**src/uart_pkg.sv**
```systemverilog
`default_nettype none

package uart_pkg;

  // register offsets
  localparam logic [7:0] ADDR_TDR = 8'h00;
  localparam logic [7:0] ADDR_RDR = 8'h04;
  localparam logic [7:0] ADDR_LCR = 8'h08;
  localparam logic [7:0] ADDR_LSR = 8'h0C;
  localparam logic [7:0] ADDR_IER = 8'h10;
  localparam logic [7:0] ADDR_IIR = 8'h14;

  // line status bits
  localparam int LSR_TX_EMPTY  = 0;
  localparam int LSR_TX_FULL   = 1;
  localparam int LSR_RX_AVAIL  = 2;
  localparam int LSR_OVERRUN   = 3;
  localparam int LSR_FRAME_ERR = 4;
  localparam int LSR_WIDTH     = 5;

  // interrupt causes, same layout in IER and IIR
  localparam int IIR_RX       = 0;
  localparam int IIR_TX_EMPTY = 1;
  localparam int IIR_LINE     = 2;
  localparam int IIR_WIDTH    = 3;

  // ticks per serial bit
  localparam int OVERSAMPLE = 16;

  // one received character with its stop bit check
  typedef struct packed {
    logic [7:0] data;
    logic       frame_err;
  } rx_item_t;

endpackage

`default_nettype wire

```
**src/uart_fifo.sv**
```systemverilog
`default_nettype none

module uart_fifo #(
  parameter int  FIFO_DEPTH = 8,
  parameter type item_t     = logic [7:0]
) (
  input  wire logic  apb_if,
  input  wire logic  arst_n,
  input  wire logic  push,
  input  wire item_t wdata,
  input  wire logic  pop,
  output item_t      rdata,
  output logic       full,
  output logic       empty
);

  localparam int AW = $clog2(FIFO_DEPTH);

  item_t mem [FIFO_DEPTH];

  logic [AW-1:0] wr_ptr;
  logic [AW-1:0] rd_ptr;
  logic [AW:0]   count;
  logic [AW:0]   count_next;
  logic          do_push;
  logic          do_pop;

  assign do_push = push && !full;
  assign do_pop  = pop && !empty;

  always_comb begin
    count_next = count;
    if (do_push && !do_pop) begin
      count_next = count + 1'b1;
    end else if (do_pop && !do_push) begin
      count_next = count - 1'b1;
    end
  end

  always_ff @(posedge apb_if) begin
    if (do_push) begin
      mem[wr_ptr] <= wdata;
    end
  end

  // pointers wrap on their own since depth is a power of two
  always_ff @(posedge apb_if or negedge arst_n) begin
    if (!arst_n) begin
      wr_ptr <= '0;
      rd_ptr <= '0;
      count  <= '0;
      full   <= 1'b0;
      empty  <= 1'b1;
    end else begin
      if (do_push) begin
        wr_ptr <= wr_ptr + 1'b1;
      end
      if (do_pop) begin
        rd_ptr <= rd_ptr + 1'b1;
      end
      count <= count_next;
      full  <= (count_next == (AW+1)'(FIFO_DEPTH));
      empty <= (count_next == '0);
    end
  end

  assign rdata = mem[rd_ptr];

endmodule

`default_nettype wire

```
**src/uart_baud_gen.sv**
```systemverilog
`default_nettype none

module uart_baud_gen (
  input  wire logic        apb_if,
  input  wire logic        arst_n,
  input  wire logic [15:0] divisor,
  output logic             tick
);

  logic [15:0] cnt;
  logic [15:0] div_q;

  always_ff @(posedge apb_if or negedge arst_n) begin
    if (!arst_n) begin
      cnt   <= '0;
      div_q <= '0;
      tick  <= 1'b0;
    end else if (divisor != div_q) begin
      // new rate, start a fresh period
      div_q <= divisor;
      cnt   <= divisor;
      tick  <= 1'b0;
    end else if (cnt == '0) begin
      cnt  <= div_q;
      tick <= 1'b1;
    end else begin
      cnt  <= cnt - 1'b1;
      tick <= 1'b0;
    end
  end

endmodule

`default_nettype wire

```
**src/uart_tx.sv**
```systemverilog
`default_nettype none

module uart_tx (
  input  wire logic       apb_if,
  input  wire logic       arst_n,
  input  wire logic       tick,
  input  wire logic       empty,
  input  wire logic [7:0] data,
  output logic            pop,
  output logic            txd
);

  localparam int TW = $clog2(uart_pkg::OVERSAMPLE);

  typedef enum logic [1:0] {
    TX_IDLE  = 2'b00,
    TX_START = 2'b01,
    TX_DATA  = 2'b10,
    TX_STOP  = 2'b11
  } tx_state_e;

  tx_state_e     state;
  logic [TW-1:0] tick_cnt;
  logic [2:0]    bit_cnt;
  logic [7:0]    shift;
  logic          bit_end;

  assign bit_end = tick && (tick_cnt == TW'(uart_pkg::OVERSAMPLE - 1));

  // frames start on a tick, back to back frames skip idle
  assign pop = tick && !empty &&
               ((state == TX_IDLE) || ((state == TX_STOP) && bit_end));

  always_ff @(posedge apb_if or negedge arst_n) begin
    if (!arst_n) begin
      state    <= TX_IDLE;
      tick_cnt <= '0;
      bit_cnt  <= '0;
      txd      <= 1'b1;
    end else if (pop) begin
      state    <= TX_START;
      tick_cnt <= '0;
      txd      <= 1'b0;
    end else if (tick && (state != TX_IDLE)) begin
      tick_cnt <= tick_cnt + 1'b1;
      if (bit_end) begin
        case (state)
          TX_START: begin
            state   <= TX_DATA;
            bit_cnt <= '0;
            txd     <= shift[0];
          end
          TX_DATA: begin
            bit_cnt <= bit_cnt + 1'b1;
            if (bit_cnt == 3'd7) begin
              state <= TX_STOP;
              txd   <= 1'b1;
            end else begin
              txd <= shift[1];
            end
          end
          default: begin
            state <= TX_IDLE;
            txd   <= 1'b1;
          end
        endcase
      end
    end
  end

  // lsb first
  always_ff @(posedge apb_if) begin
    if (pop) begin
      shift <= data;
    end else if (bit_end && (state == TX_DATA)) begin
      shift <= shift >> 1;
    end
  end

endmodule

`default_nettype wire

```
**src/uart_rx.sv**
```systemverilog
`default_nettype none

module uart_rx (
  input  wire logic         apb_if,
  input  wire logic         arst_n,
  input  wire logic         tick,
  input  wire logic         rxd,
  input  wire logic         full,
  output logic              push,
  output uart_pkg::rx_item_t item,
  output logic              overrun
);

  localparam int TW = $clog2(uart_pkg::OVERSAMPLE);

  typedef enum logic [1:0] {
    RX_IDLE  = 2'b00,
    RX_START = 2'b01,
    RX_DATA  = 2'b10,
    RX_STOP  = 2'b11
  } rx_state_e;

  rx_state_e     state;
  logic [1:0]    sync;
  logic          rx_s;
  logic          rx_last;
  logic [TW-1:0] tick_cnt;
  logic [2:0]    bit_cnt;
  logic [7:0]    shift;
  logic          mid_bit;
  logic          stop_done;

  assign rx_s = sync[1];

  always_ff @(posedge apb_if or negedge arst_n) begin
    if (!arst_n) begin
      sync <= 2'b11;
    end else begin
      sync <= {sync[0], rxd};
    end
  end

  // data and stop are sampled one full bit after the previous sample
  assign mid_bit   = tick && (tick_cnt == TW'(uart_pkg::OVERSAMPLE - 1));
  assign stop_done = (state == RX_STOP) && mid_bit;

  always_comb begin
    item.data      = shift;
    item.frame_err = !rx_s;
  end

  assign push    = stop_done && !full;
  assign overrun = stop_done && full;

  always_ff @(posedge apb_if or negedge arst_n) begin
    if (!arst_n) begin
      state    <= RX_IDLE;
      rx_last  <= 1'b1;
      tick_cnt <= '0;
      bit_cnt  <= '0;
    end else if (tick) begin
      rx_last  <= rx_s;
      tick_cnt <= tick_cnt + 1'b1;
      case (state)
        RX_IDLE: begin
          if (rx_last && !rx_s) begin
            state    <= RX_START;
            tick_cnt <= '0;
          end
        end
        RX_START: begin
          // half a bit in, line must still be low
          if (tick_cnt == TW'(uart_pkg::OVERSAMPLE/2 - 1)) begin
            tick_cnt <= '0;
            bit_cnt  <= '0;
            state    <= rx_s ? RX_IDLE : RX_DATA;
          end
        end
        RX_DATA: begin
          if (mid_bit) begin
            bit_cnt <= bit_cnt + 1'b1;
            if (bit_cnt == 3'd7) begin
              state <= RX_STOP;
            end
          end
        end
        default: begin
          if (mid_bit) begin
            state <= RX_IDLE;
          end
        end
      endcase
    end
  end

  always_ff @(posedge apb_if) begin
    if ((state == RX_DATA) && mid_bit) begin
      shift <= {rx_s, shift[7:1]};
    end
  end

endmodule

`default_nettype wire

```
**src/apb_uart_regs.sv**
```systemverilog
`default_nettype none

module apb_uart_regs (
  input  wire logic                 apb_if,
  input  wire logic                 arst_n,
  input  wire logic                 psel,
  input  wire logic                 penable,
  input  wire logic                 pwrite,
  input  wire logic [7:0]           paddr,
  input  wire logic [31:0]          pwdata,
  input  wire logic [3:0]           pstrb,
  output logic      [31:0]          prdata,
  output logic                      pready,
  output logic                      pslverr,
  input  wire logic                 tx_full,
  input  wire logic                 tx_empty,
  output logic                      tx_push,
  output logic      [7:0]           tx_data,
  input  wire logic                 rx_empty,
  input  wire uart_pkg::rx_item_t   rx_head,
  input  wire logic                 rx_overrun,
  output logic                      rx_pop,
  output logic      [15:0]          divisor,
  output logic                      irq
);

  // bus phase seen in the previous cycle
  typedef enum logic [1:0] {
    ST_IDLE   = 2'b00,
    ST_SETUP  = 2'b01,
    ST_ACCESS = 2'b10
  } state_e;

  state_e state;
  state_e state_next;

  logic [31:0] lcr;
  logic [31:0] ier;
  logic        overrun;

  logic                           setup_cycle;
  logic                           wr;
  logic                           rd;
  logic                           err;
  logic [31:0]                    rd_data;
  logic [uart_pkg::LSR_WIDTH-1:0] lsr;
  logic [uart_pkg::IIR_WIDTH-1:0] iir;

  function automatic logic [31:0] strb_merge(input logic [31:0] old_val,
                                             input logic [31:0] new_val,
                                             input logic [3:0]  strb);
    logic [31:0] res;
    res = old_val;
    for (int i = 0; i < 4; i++) begin
      if (strb[i]) begin
        res[i*8 +: 8] = new_val[i*8 +: 8];
      end
    end
    return res;
  endfunction

  always_ff @(posedge apb_if or negedge arst_n) begin
    if (!arst_n) begin
      state <= ST_IDLE;
    end else begin
      state <= state_next;
    end
  end

  always_comb begin
    state_next = ST_IDLE;
    case (state)
      ST_IDLE: begin
        if (psel && !penable) begin
          state_next = ST_SETUP;
        end
      end
      ST_SETUP: begin
        if (psel && penable) begin
          state_next = ST_ACCESS;
        end else if (psel) begin
          state_next = ST_SETUP;
        end
      end
      ST_ACCESS: begin
        if (psel && !penable) begin
          state_next = ST_SETUP;
        end else if (psel && penable) begin
          state_next = ST_ACCESS;
        end
      end
      default: state_next = ST_IDLE;
    endcase
  end

  // one commit per transfer, on the edge that closes setup
  assign setup_cycle = psel && !penable && (state != ST_SETUP);
  assign wr          = setup_cycle && pwrite;
  assign rd          = setup_cycle && !pwrite;

  always_comb begin
    lsr = '0;
    lsr[uart_pkg::LSR_TX_EMPTY]  = tx_empty;
    lsr[uart_pkg::LSR_TX_FULL]   = tx_full;
    lsr[uart_pkg::LSR_RX_AVAIL]  = !rx_empty;
    lsr[uart_pkg::LSR_OVERRUN]   = overrun;
    lsr[uart_pkg::LSR_FRAME_ERR] = !rx_empty && rx_head.frame_err;

    iir = '0;
    iir[uart_pkg::IIR_RX]       = !rx_empty;
    iir[uart_pkg::IIR_TX_EMPTY] = tx_empty;
    iir[uart_pkg::IIR_LINE]     = overrun || (!rx_empty && rx_head.frame_err);
  end

  // address decode, read mux and error check
  always_comb begin
    err     = 1'b0;
    rd_data = '0;
    case (paddr)
      uart_pkg::ADDR_TDR: err = pwrite && tx_full;
      uart_pkg::ADDR_RDR: begin
        err     = pwrite;
        rd_data = {24'h0, (rx_empty ? 8'h00 : rx_head.data)};
      end
      uart_pkg::ADDR_LCR: rd_data = lcr;
      uart_pkg::ADDR_LSR: begin
        err     = pwrite;
        rd_data = {{(32-uart_pkg::LSR_WIDTH){1'b0}}, lsr};
      end
      uart_pkg::ADDR_IER: rd_data = ier;
      uart_pkg::ADDR_IIR: begin
        err     = pwrite;
        rd_data = {{(32-uart_pkg::IIR_WIDTH){1'b0}}, iir};
      end
      default: err = 1'b1;
    endcase
  end

  assign tx_push = wr && !err && (paddr == uart_pkg::ADDR_TDR) && pstrb[0];
  assign tx_data = pwdata[7:0];
  assign rx_pop  = rd && (paddr == uart_pkg::ADDR_RDR) && !rx_empty;
  assign divisor = lcr[15:0];
  assign pready  = psel && penable;

  always_ff @(posedge apb_if or negedge arst_n) begin
    if (!arst_n) begin
      lcr <= '0;
      ier <= '0;
    end else if (wr && !err) begin
      if (paddr == uart_pkg::ADDR_LCR) begin
        lcr <= strb_merge(lcr, pwdata, pstrb);
      end
      if (paddr == uart_pkg::ADDR_IER) begin
        ier <= strb_merge(ier, pwdata, pstrb);
      end
    end
  end

  // sticky overrun, a new overrun wins over the clearing read
  always_ff @(posedge apb_if or negedge arst_n) begin
    if (!arst_n) begin
      overrun <= 1'b0;
    end else if (rx_overrun) begin
      overrun <= 1'b1;
    end else if (rd && (paddr == uart_pkg::ADDR_LSR)) begin
      overrun <= 1'b0;
    end
  end

  always_ff @(posedge apb_if or negedge arst_n) begin
    if (!arst_n) begin
      prdata  <= '0;
      pslverr <= 1'b0;
      irq     <= 1'b0;
    end else begin
      prdata  <= rd ? rd_data : 32'h0;
      pslverr <= setup_cycle && err;
      irq     <= |(iir & ier[uart_pkg::IIR_WIDTH-1:0]);
    end
  end

endmodule

`default_nettype wire

```
**src/apb_uart_top.sv**
```systemverilog
`default_nettype none

module apb_uart_top #(
  parameter int FIFO_DEPTH = 8
) (
  input  wire logic        apb_if,
  input  wire logic        arst_n,
  input  wire logic        psel,
  input  wire logic        penable,
  input  wire logic        pwrite,
  input  wire logic [7:0]  paddr,
  input  wire logic [31:0] pwdata,
  input  wire logic [3:0]  pstrb,
  output logic      [31:0] prdata,
  output logic             pready,
  output logic             pslverr,
  output logic             txd,
  input  wire logic        rxd,
  output logic             irq
);

  logic               tx_push;
  logic [7:0]         tx_data;
  logic               tx_pop;
  logic [7:0]         tx_head;
  logic               tx_full;
  logic               tx_empty;

  logic               rx_push;
  uart_pkg::rx_item_t rx_item;
  logic               rx_pop;
  uart_pkg::rx_item_t rx_head;
  logic               rx_full;
  logic               rx_empty;
  logic               rx_overrun;

  logic [15:0]        divisor;
  logic               tick;

  apb_uart_regs u_regs (
    .apb_if     (apb_if),
    .arst_n     (arst_n),
    .psel       (psel),
    .penable    (penable),
    .pwrite     (pwrite),
    .paddr      (paddr),
    .pwdata     (pwdata),
    .pstrb      (pstrb),
    .prdata     (prdata),
    .pready     (pready),
    .pslverr    (pslverr),
    .tx_full    (tx_full),
    .tx_empty   (tx_empty),
    .tx_push    (tx_push),
    .tx_data    (tx_data),
    .rx_empty   (rx_empty),
    .rx_head    (rx_head),
    .rx_overrun (rx_overrun),
    .rx_pop     (rx_pop),
    .divisor    (divisor),
    .irq        (irq)
  );

  uart_baud_gen u_baud (
    .apb_if  (apb_if),
    .arst_n  (arst_n),
    .divisor (divisor),
    .tick    (tick)
  );

  uart_fifo #(
    .FIFO_DEPTH (FIFO_DEPTH),
    .item_t     (logic [7:0])
  ) tx_fifo (
    .apb_if (apb_if),
    .arst_n (arst_n),
    .push   (tx_push),
    .wdata  (tx_data),
    .pop    (tx_pop),
    .rdata  (tx_head),
    .full   (tx_full),
    .empty  (tx_empty)
  );

  uart_fifo #(
    .FIFO_DEPTH (FIFO_DEPTH),
    .item_t     (uart_pkg::rx_item_t)
  ) rx_fifo (
    .apb_if (apb_if),
    .arst_n (arst_n),
    .push   (rx_push),
    .wdata  (rx_item),
    .pop    (rx_pop),
    .rdata  (rx_head),
    .full   (rx_full),
    .empty  (rx_empty)
  );

  uart_tx u_tx (
    .apb_if (apb_if),
    .arst_n (arst_n),
    .tick   (tick),
    .empty  (tx_empty),
    .data   (tx_head),
    .pop    (tx_pop),
    .txd    (txd)
  );

  uart_rx u_rx (
    .apb_if  (apb_if),
    .arst_n  (arst_n),
    .tick    (tick),
    .rxd     (rxd),
    .full    (rx_full),
    .push    (rx_push),
    .item    (rx_item),
    .overrun (rx_overrun)
  );

endmodule

`default_nettype wire

```
**config.mk**
```make
export PLATFORM = sky130hd
export DESIGN_NAME = apb_uart_top
export DESIGN_NICKNAME = d
export VERILOG_FILES = /design/src/uart_pkg.sv /design/src/uart_fifo.sv /design/src/uart_baud_gen.sv /design/src/uart_tx.sv /design/src/uart_rx.sv /design/src/apb_uart_regs.sv /design/src/apb_uart_top.sv
export SDC_FILE = /design/constraint.sdc
export NUM_CORES = 1
export LEC_CHECK = 0
export BUFFER_PORTS_ARGS = -buffer_cell sky130_fd_sc_hd__buf_4
export CORE_MARGIN = 2
export CORE_UTILIZATION = 50
export DETAILED_ROUTE_END_ITERATION = 12
export GPL_TIMING_DRIVEN = 0
export PLACE_DENSITY = 0.78
export SYNTH_ARGS = -nofsm -noshare
export SYNTH_HDL_FRONTEND = slang
export SYNTH_SLANG_ARGS = --single-unit
```
**constraint.sdc**
```tcl
create_clock -name apb_if -period 3.6 [get_ports apb_if]
set_input_delay 0.36 -clock apb_if [delete_from_list [all_inputs] [get_ports apb_if]]
set_output_delay 0.36 -clock apb_if [all_outputs]
set_load 0.01 [all_outputs]
```
==> results.json, run 1 <==
{
  "status": "completed",
  "clockPowerShare_pct": 41.0,
  "worstHoldPathCells": 2,
  "rsz0062_at_grt": "false",
  "grt_max_degree": 101,
  "cts_made_buffers": 34,
  "fp.dieH_um": 171,
  "p_sw_share_pct": 22.7,
  "syn2layout_area_growth_pct": 16.3,
  "reg2reg_slack_ns": 0.43,
  "criticalPathCategory": "reg2reg",
  "critical-path-slowest-cell": "nor3_1",
  "powerDensity_nw_per_um2": 510,
  "crit_chain": "nor2b_1, or3_1, or3_1, clkbuf_1, nor3_1",
  "yosys_register_bits": 332,
  "syn-num-nets": 1047,
  "finalCriticalPeriod_ns": 3.17,
  "cts.reportedPaths.clkPinSlew_ns": 0.06,
  "syn_area_um2": 14000,
  "synth_area_leaders": "edfxtp_1 (33%), dfrtp_1 (31%), mux4_2 (5.5%)",
  "yosys-mux-area-fraction_pct": 13.4,
  "die_x_um": 171,
  "diodes": 0,
  "start_kind": "register",
  "synthAdderAreaFrac_pct": 2.15,
  "track_usage_pct": 19.8,
  "clk_latency_ns": 0.51,
  "clockRootBuffer": "clkbuf_16",
  "core-area_um2": 27600,
  "synthSimpleGateAreaFrac_pct": 8.34,
  "synth_cells": 973,
  "sequential_cell_area_um2": 9080,
  "overflow": 0,
  "rows": 61,
  "clockBufferDepth": 3,
  "antenna_found_initial": 0,
  "ctsResizeCount": 0,
  "power_frac_seq_pct": 51.0,
  "tritoncts": "done",
  "critPathArrivalTime_ns": 3.28,
  "firstDrtPassIters": 5,
  "synth_common_cells": "dfrtp_1 (174), edfxtp_1 (152), nand2_1 (78), nor2_1 (60), mux2_2 (52)",
  "fin_skew_ns": 0.0166,
  "fillers": 2152,
  "crit_top_cell": "or3_1",
  "power_frac_comb_pct": 8.0,
  "maxSlewViolCount": 0,
  "drc": 0,
  "met3_length_um": 1210,
  "crit_required_ns": 3.71,
  "total_power_mw": 8.28,
  "internal_power_mw": 6.40,
  "synth-edff-count": 152,
  "worst-path-buf-inv": 1,
  "synth_top_family_by_area": "multiplexers",
  "maxCapViolations": 0,
  "path_delay_family": "simple AND/OR/NAND/NOR gates",
  "fin_crit_sh_pct": 88.0,
  "wl_met1_um": 12400,
  "final_antenna_net_count": 0,
  "syn_avg_cell_area_um2": 14.3,
  "setup_viol": 0,
  "yosysMostFrequentCell": "dfrtp_1",
  "power_switching_mw": 1.88,
  "nets": 1171,
  "synth_top_area_share_pct": 32.7,
  "reg2reg_depth": 5,
  "critical_path_depth": 5,
  "ys.flop_type": "dfrtp_1",
  "wl_um": 28400,
  "dr_wl_met2_um": 13900,
  "ir_worst_vdd_mv": 0.262,
  "port_buffers": 84,
  "grt_pass1_wl_um": 45000,
  "gp_congestion": 0.813,
  "hold_class": "in2reg",
  "drive_gt1_share_pct": 22.2,
  "cts_sinks": 332,
  "tightestPinTransition_ns": 1.35,
  "slew_headroom_pct": 9.62,
  "multi_input_area_um2": 4630,
  "io_pins": 86,
  "ys_warn_count": 0,
  "seq_area_frac_synth_pct": 65.0,
  "dieArea_um2": 29300,
  "drtIter0Drc": 691,
  "start_util_pct": 50.5,
  "tns_ns": 0,
  "async_reset_ff_share_pct": 54.2,
  "grt_pass1_vias": 8327,
  "synth_cell_types": 63,
  "via_per_inst": 5.58,
  "leakagePower_nw": 6.49,
  "wl_per_cell_um": 18.9,
  "synth_compound_area_share_pct": 6.20,
  "timing_hold_violations_final": 0,
  "h-tree-depth": 2,
  "yosys.area.top_type": "edfxtp_1",
  "endpoint_kind": "register",
  "vias": 8365,
  "cpPeakStageDelay_ns": 1.11,
  "highest_layer": "met4",
  "fmax_ghz": 0.316,
  "dp_hpwl_um": 19200,
  "synthXorXnorAreaFrac_pct": 2.76,
  "cp_max_fo": 8
}
## worst reg2reg max path, cell delays in order (launching register included)
cell,delay [ns]
dfrtp_1,0.39
nor2b_1,0.20
or3_1,0.51
or3_1,0.34
clkbuf_1,0.23
nor3_1,1.11
## cells by family after synthesis
| group | Yosys count |
|---|---|
| AOI/OAI and AO/OA | 133 |
| adders and majority gates | 24 |
| and+or+nand+nor | 233 |
| xor gates and xnor gates | 44 |
| muxes | 134 |
| DFF | 332 |
| buffers and inverters | 73 |
## flip-flops by register name (all words and copies together) (netlist names), 3 cells and up
signal and flops:
rx_fifo.mem 72, tx_fifo.mem 64, u_regs.ier 32, u_regs.lcr 32, u_regs.prdata 32, u_baud.cnt 16
u_baud.div_q 16, u_rx.shift 8, u_tx.shift 8, rx_fifo.count 4, tx_fifo.count 4, u_rx.tick_cnt 4
u_tx.tick_cnt 4, rx_fifo.rd_ptr 3, rx_fifo.wr_ptr 3, tx_fifo.rd_ptr 3, tx_fifo.wr_ptr 3, u_rx.bit_cnt 3
u_tx.bit_cnt 3
## path summary, 6_finish.rpt
check / startpoint / end
setup / recovery: u_regs.state[0] / tx_fifo.mem[6][6]
hold / removal: pwdata[16] / u_regs.lcr[16]
max in group asynchronous: arst_n / u_rx.sync[0]
setup reg to reg: u_regs.state[0] / tx_fifo.mem[6][6]
min in group asynchronous: arst_n / u_regs.prdata[11]
hold reg to reg: u_rx.sync[0] / u_rx.sync[1]
## per-layer routing
| layer | vias up | GRT usage (%) |
|---|---|---|
| met5 | - | 0 |
| met4 | 0 | 6.89 |
| met3 | 63 | 3.22 |
| met2 | 208 | 32.7 |
| met1 | 4245 | 26.9 |
| li1 | 3849 | - |
## repair_timing
action,in CTS,in global routing
hold endpoints to repair,81,0
hold buffers,2,0
buffers inserted,0,0
## cell usage in the layout, fill, tap and decap left out, types with 5 or more instances in the layout
master	n
a21oi_1	16
a22oi_1	36
and2_1	7
buf_2	7
buf_4	88
clkbuf_1	47
clkbuf_16	35
clkinv_1	7
dfrtp_1	174
dfstp_2	6
edfxtp_1	152
ha_1	24
inv_1	20
mux2_1	32
mux2_2	52
mux2i_1	16
mux4_2	34
nand2_1	78
nand2b_1	12
nand3_1	5
nand4_1	8
nor2_1	60
nor2b_1	8
nor3_1	15
nor3_2	5
nor4_2	5
o21ai_0	43
or3_1	6
xnor2_1	39
xor2_1	5
## through the flow
stage / hold slack, ns / area [um^2] / cells / utilization [%] / setup slack, ns
2_1_floorplan: 0.0644 / 14000 / 973 / - / 0.828
5_1_grt: 0.0705 / 16200 / 1500 / 58.8 / 0.285
3_3_place_gp: 0.347 / 15100 / 1435 / 54.5 / 0.00158
4_1_cts: 0.0598 / 16200 / 1500 / 58.7 / 0.427
3_5_place_dp: 0.348 / 15100 / 1437 / 54.8 / 0.246
6_report: 0.0773 / 16200 / 1500 / 58.8 / 0.432
## power groups by stage
stage	combinational, mW	clock (mW)	sequential [mW]
2_1_floorplan	0.457	0	4.26
3_3_place_gp	0.626	0	4.28
3_5_place_dp	0.660	0	4.29
4_1_cts	0.669	3.45	4.22
5_1_grt	0.757	3.60	4.24
6_report	0.665	3.40	4.22
## area by class of cell
| class | instances | share of cell area (%) |
|---|---|---|
| multi-input cells | 568 | 28.5 |
| well taps | 378 | 2.91 |
| repair buffers | 88 | 4.27 |
| clock buffers | 44 | 5.60 |
| inverters | 20 | 0.462 |
| clock inverters | 17 | 0.994 |
| plain buffers | 53 | 1.37 |
| flip-flops and latches | 332 | 55.9 |
(Power assumes the default switching activity.)
==> run 2, diff against run 1 <==
RECOVER_POWER = 100   (was not set)
==> results.json, run 2 (same netlist as run 1, synthesis figures left out) <==
{
  "status": "finished with violations",
  "violations": "max-capacitance violations, max-slew violations",
  "wl_um": 28300,
  "cts.reportedPaths.clkPinSlew_ns": 0.06,
  "finalCriticalPeriod_ns": 3.25,
  "internal_power_mw": 6.40,
  "fp.dieH_um": 171,
  "nets": 1171,
  "die_x_um": 171,
  "drive_gt1_share_pct": 16.8,
  "firstDrtPassIters": 5,
  "tritoncts": "done",
  "place_area_um2": 15100,
  "diodes": 0,
  "grt_pass1_vias": 8327,
  "grt_pass1_wl_um": 45000,
  "fin_skew_ns": 0.0172,
  "tns_ns": 0,
  "antenna_found_initial": 0,
  "setup_viol": 0,
  "largest_reg_flops": 72,
  "tightestPinTransition_ns": 2.03,
  "drc": 0,
  "largestRegisters": "rx_fifo.mem: 72 flops, tx_fifo.mem: 64 flops",
  "crit_end": "rx_fifo.mem[5][2]",
  "slew_headroom_pct": -35.1,
  "final_common_cell": "dfrtp_1",
  "top_register": "rx_fifo.mem",
  "start_kind": "register",
  "vias": 8343,
  "power_switching_mw": 1.87,
  "final_antenna_net_count": 0,
  "cts_made_buffers": 34,
  "fin_crit_sh_pct": 90.2,
  "grt_max_degree": 101,
  "ir_worst_vdd_mv": 0.260,
  "power_frac_comb_pct": 7.9,
  "rows": 61,
  "p_sw_share_pct": 22.6,
  "total_power_mw": 8.26,
  "syn2layout_area_growth_pct": 14.6,
  "reg2reg_slack_ns": 0.35,
  "power_frac_seq_pct": 51.1,
  "start_util_pct": 50.5,
  "crit_required_ns": 3.71,
  "drtIter0Drc": 688,
  "gp_congestion": 0.813,
  "cts_sinks": 332,
  "clk_latency_ns": 0.51,
  "dp_hpwl_um": 19200,
  "track_usage_pct": 19.8,
  "timing_hold_violations_final": 0,
  "rsz0062_at_grt": "false",
  "fin_area_um2": 16000,
  "whs_ns": 0.0796,
  "final_cell_mix": "dfrtp_1 (174), edfxtp_1 (152), clkbuf_1 (101)",
  "reg2reg_depth": 5,
  "core-area_um2": 27600,
  "r2r-end": "rx_fifo.mem[5][2]",
  "overflow": 0,
  "clockRootBuffer": "clkbuf_16",
  "rr_startpoint": "u_baud.tick",
  "h-tree-depth": 2,
  "crit_path_start": "u_baud.tick",
  "endpoint_kind": "register",
  "critPathArrivalTime_ns": 3.36,
  "port_buffers": 84,
  "clockBufferDepth": 3,
  "hold_class": "in2reg",
  "cp_max_fo": 10,
  "dieArea_um2": 29300,
  "ctsResizeCount": 0,
  "via_per_inst": 5.56,
  "wl_per_cell_um": 18.9,
  "fmax_ghz": 0.308,
  "criticalPathCategory": "reg2reg",
  "maxCapViolations": 2,
  "clockPowerShare_pct": 41.0,
  "setup_slack_ns": 0.352,
  "post-place-ws_ns": 0.246,
  "io_pins": 86,
  "leakagePower_nw": 6.26,
  "postCtsSetupBuffers": 0,
  "maxSlewViolCount": 90,
  "powerDensity_nw_per_um2": 516
}
## run 2: cell types whose count changed in the layout (fill, tap and decap cells not counted), sizes merged
| cell | delta |
|---|---|
| clkbuf | +57 |
| buf | -57 |
## run 2: metal layers
metal | vias up | GRT usage (%) | routed length [um]
li1 | 3850 | - | -
met1 | 4218 | 26.9 | 12300
met2 | 210 | 32.7 | 13900
met3 | 65 | 3.22 | 1230
met4 | 0 | 6.89 | 856
met5 | - | 0 | 0
## run 2: worst min path at each step
stage	start	end	slack, ns	depth (start not counted)
2_1_floorplan	arst_n	rx_fifo.count[0]	0.06	0
3_3_place_gp	u_rx.sync[0]	u_rx.sync[1]	0.35	0
3_5_place_dp	u_rx.sync[0]	u_rx.sync[1]	0.35	0
4_1_cts	pwdata[16]	u_regs.lcr[16]	0.06	2
5_1_grt	pwdata[27]	u_regs.lcr[27]	0.07	2
6_report	pwdata[16]	u_regs.lcr[16]	0.08	2
## run 2: worst max-delay path, stage by stage, from the launching register on
cell and delay [ns]:
dfrtp_1 0.37, clkbuf_1 0.36, nand4_2 0.32, nor3b_1 0.71, nand2_1 0.28, nor2_1 0.82
## run 2: cell type report
type                    count  area, um^2
plain buffers              53         200
clock buffers              44         910
clock inverters            17         161
fillers                  2190       11600
inverters                  20        75.1
multi-input cells         568        4590
flip-flops and latches    332        9080
well taps                 378         473
repair buffers             88         522
## run 2: power groups by stage
| stage | clock network [mW] | logic [mW] | registers (mW) |
|---|---|---|---|
| 2_1_floorplan | 0 | 0.457 | 4.26 |
| 3_3_place_gp | 0 | 0.626 | 4.28 |
| 3_5_place_dp | 0 | 0.660 | 4.29 |
| 4_1_cts | 3.45 | 0.669 | 4.22 |
| 5_1_grt | 3.60 | 0.748 | 4.24 |
| 6_report | 3.39 | 0.653 | 4.22 |
## run 2: through the flow
step	instances	util [%]
floorplan	973	-
global placement	1435	54.5
detailed placement	1437	54.8
CTS	1500	58.7
global route	1500	57.9
finish	1500	57.9
## run 2: timing repair
item	in CTS	in global routing
endpoints found under the hold margin	81	0
hold buffers	2	0
endpoints found under the setup margin	0	0
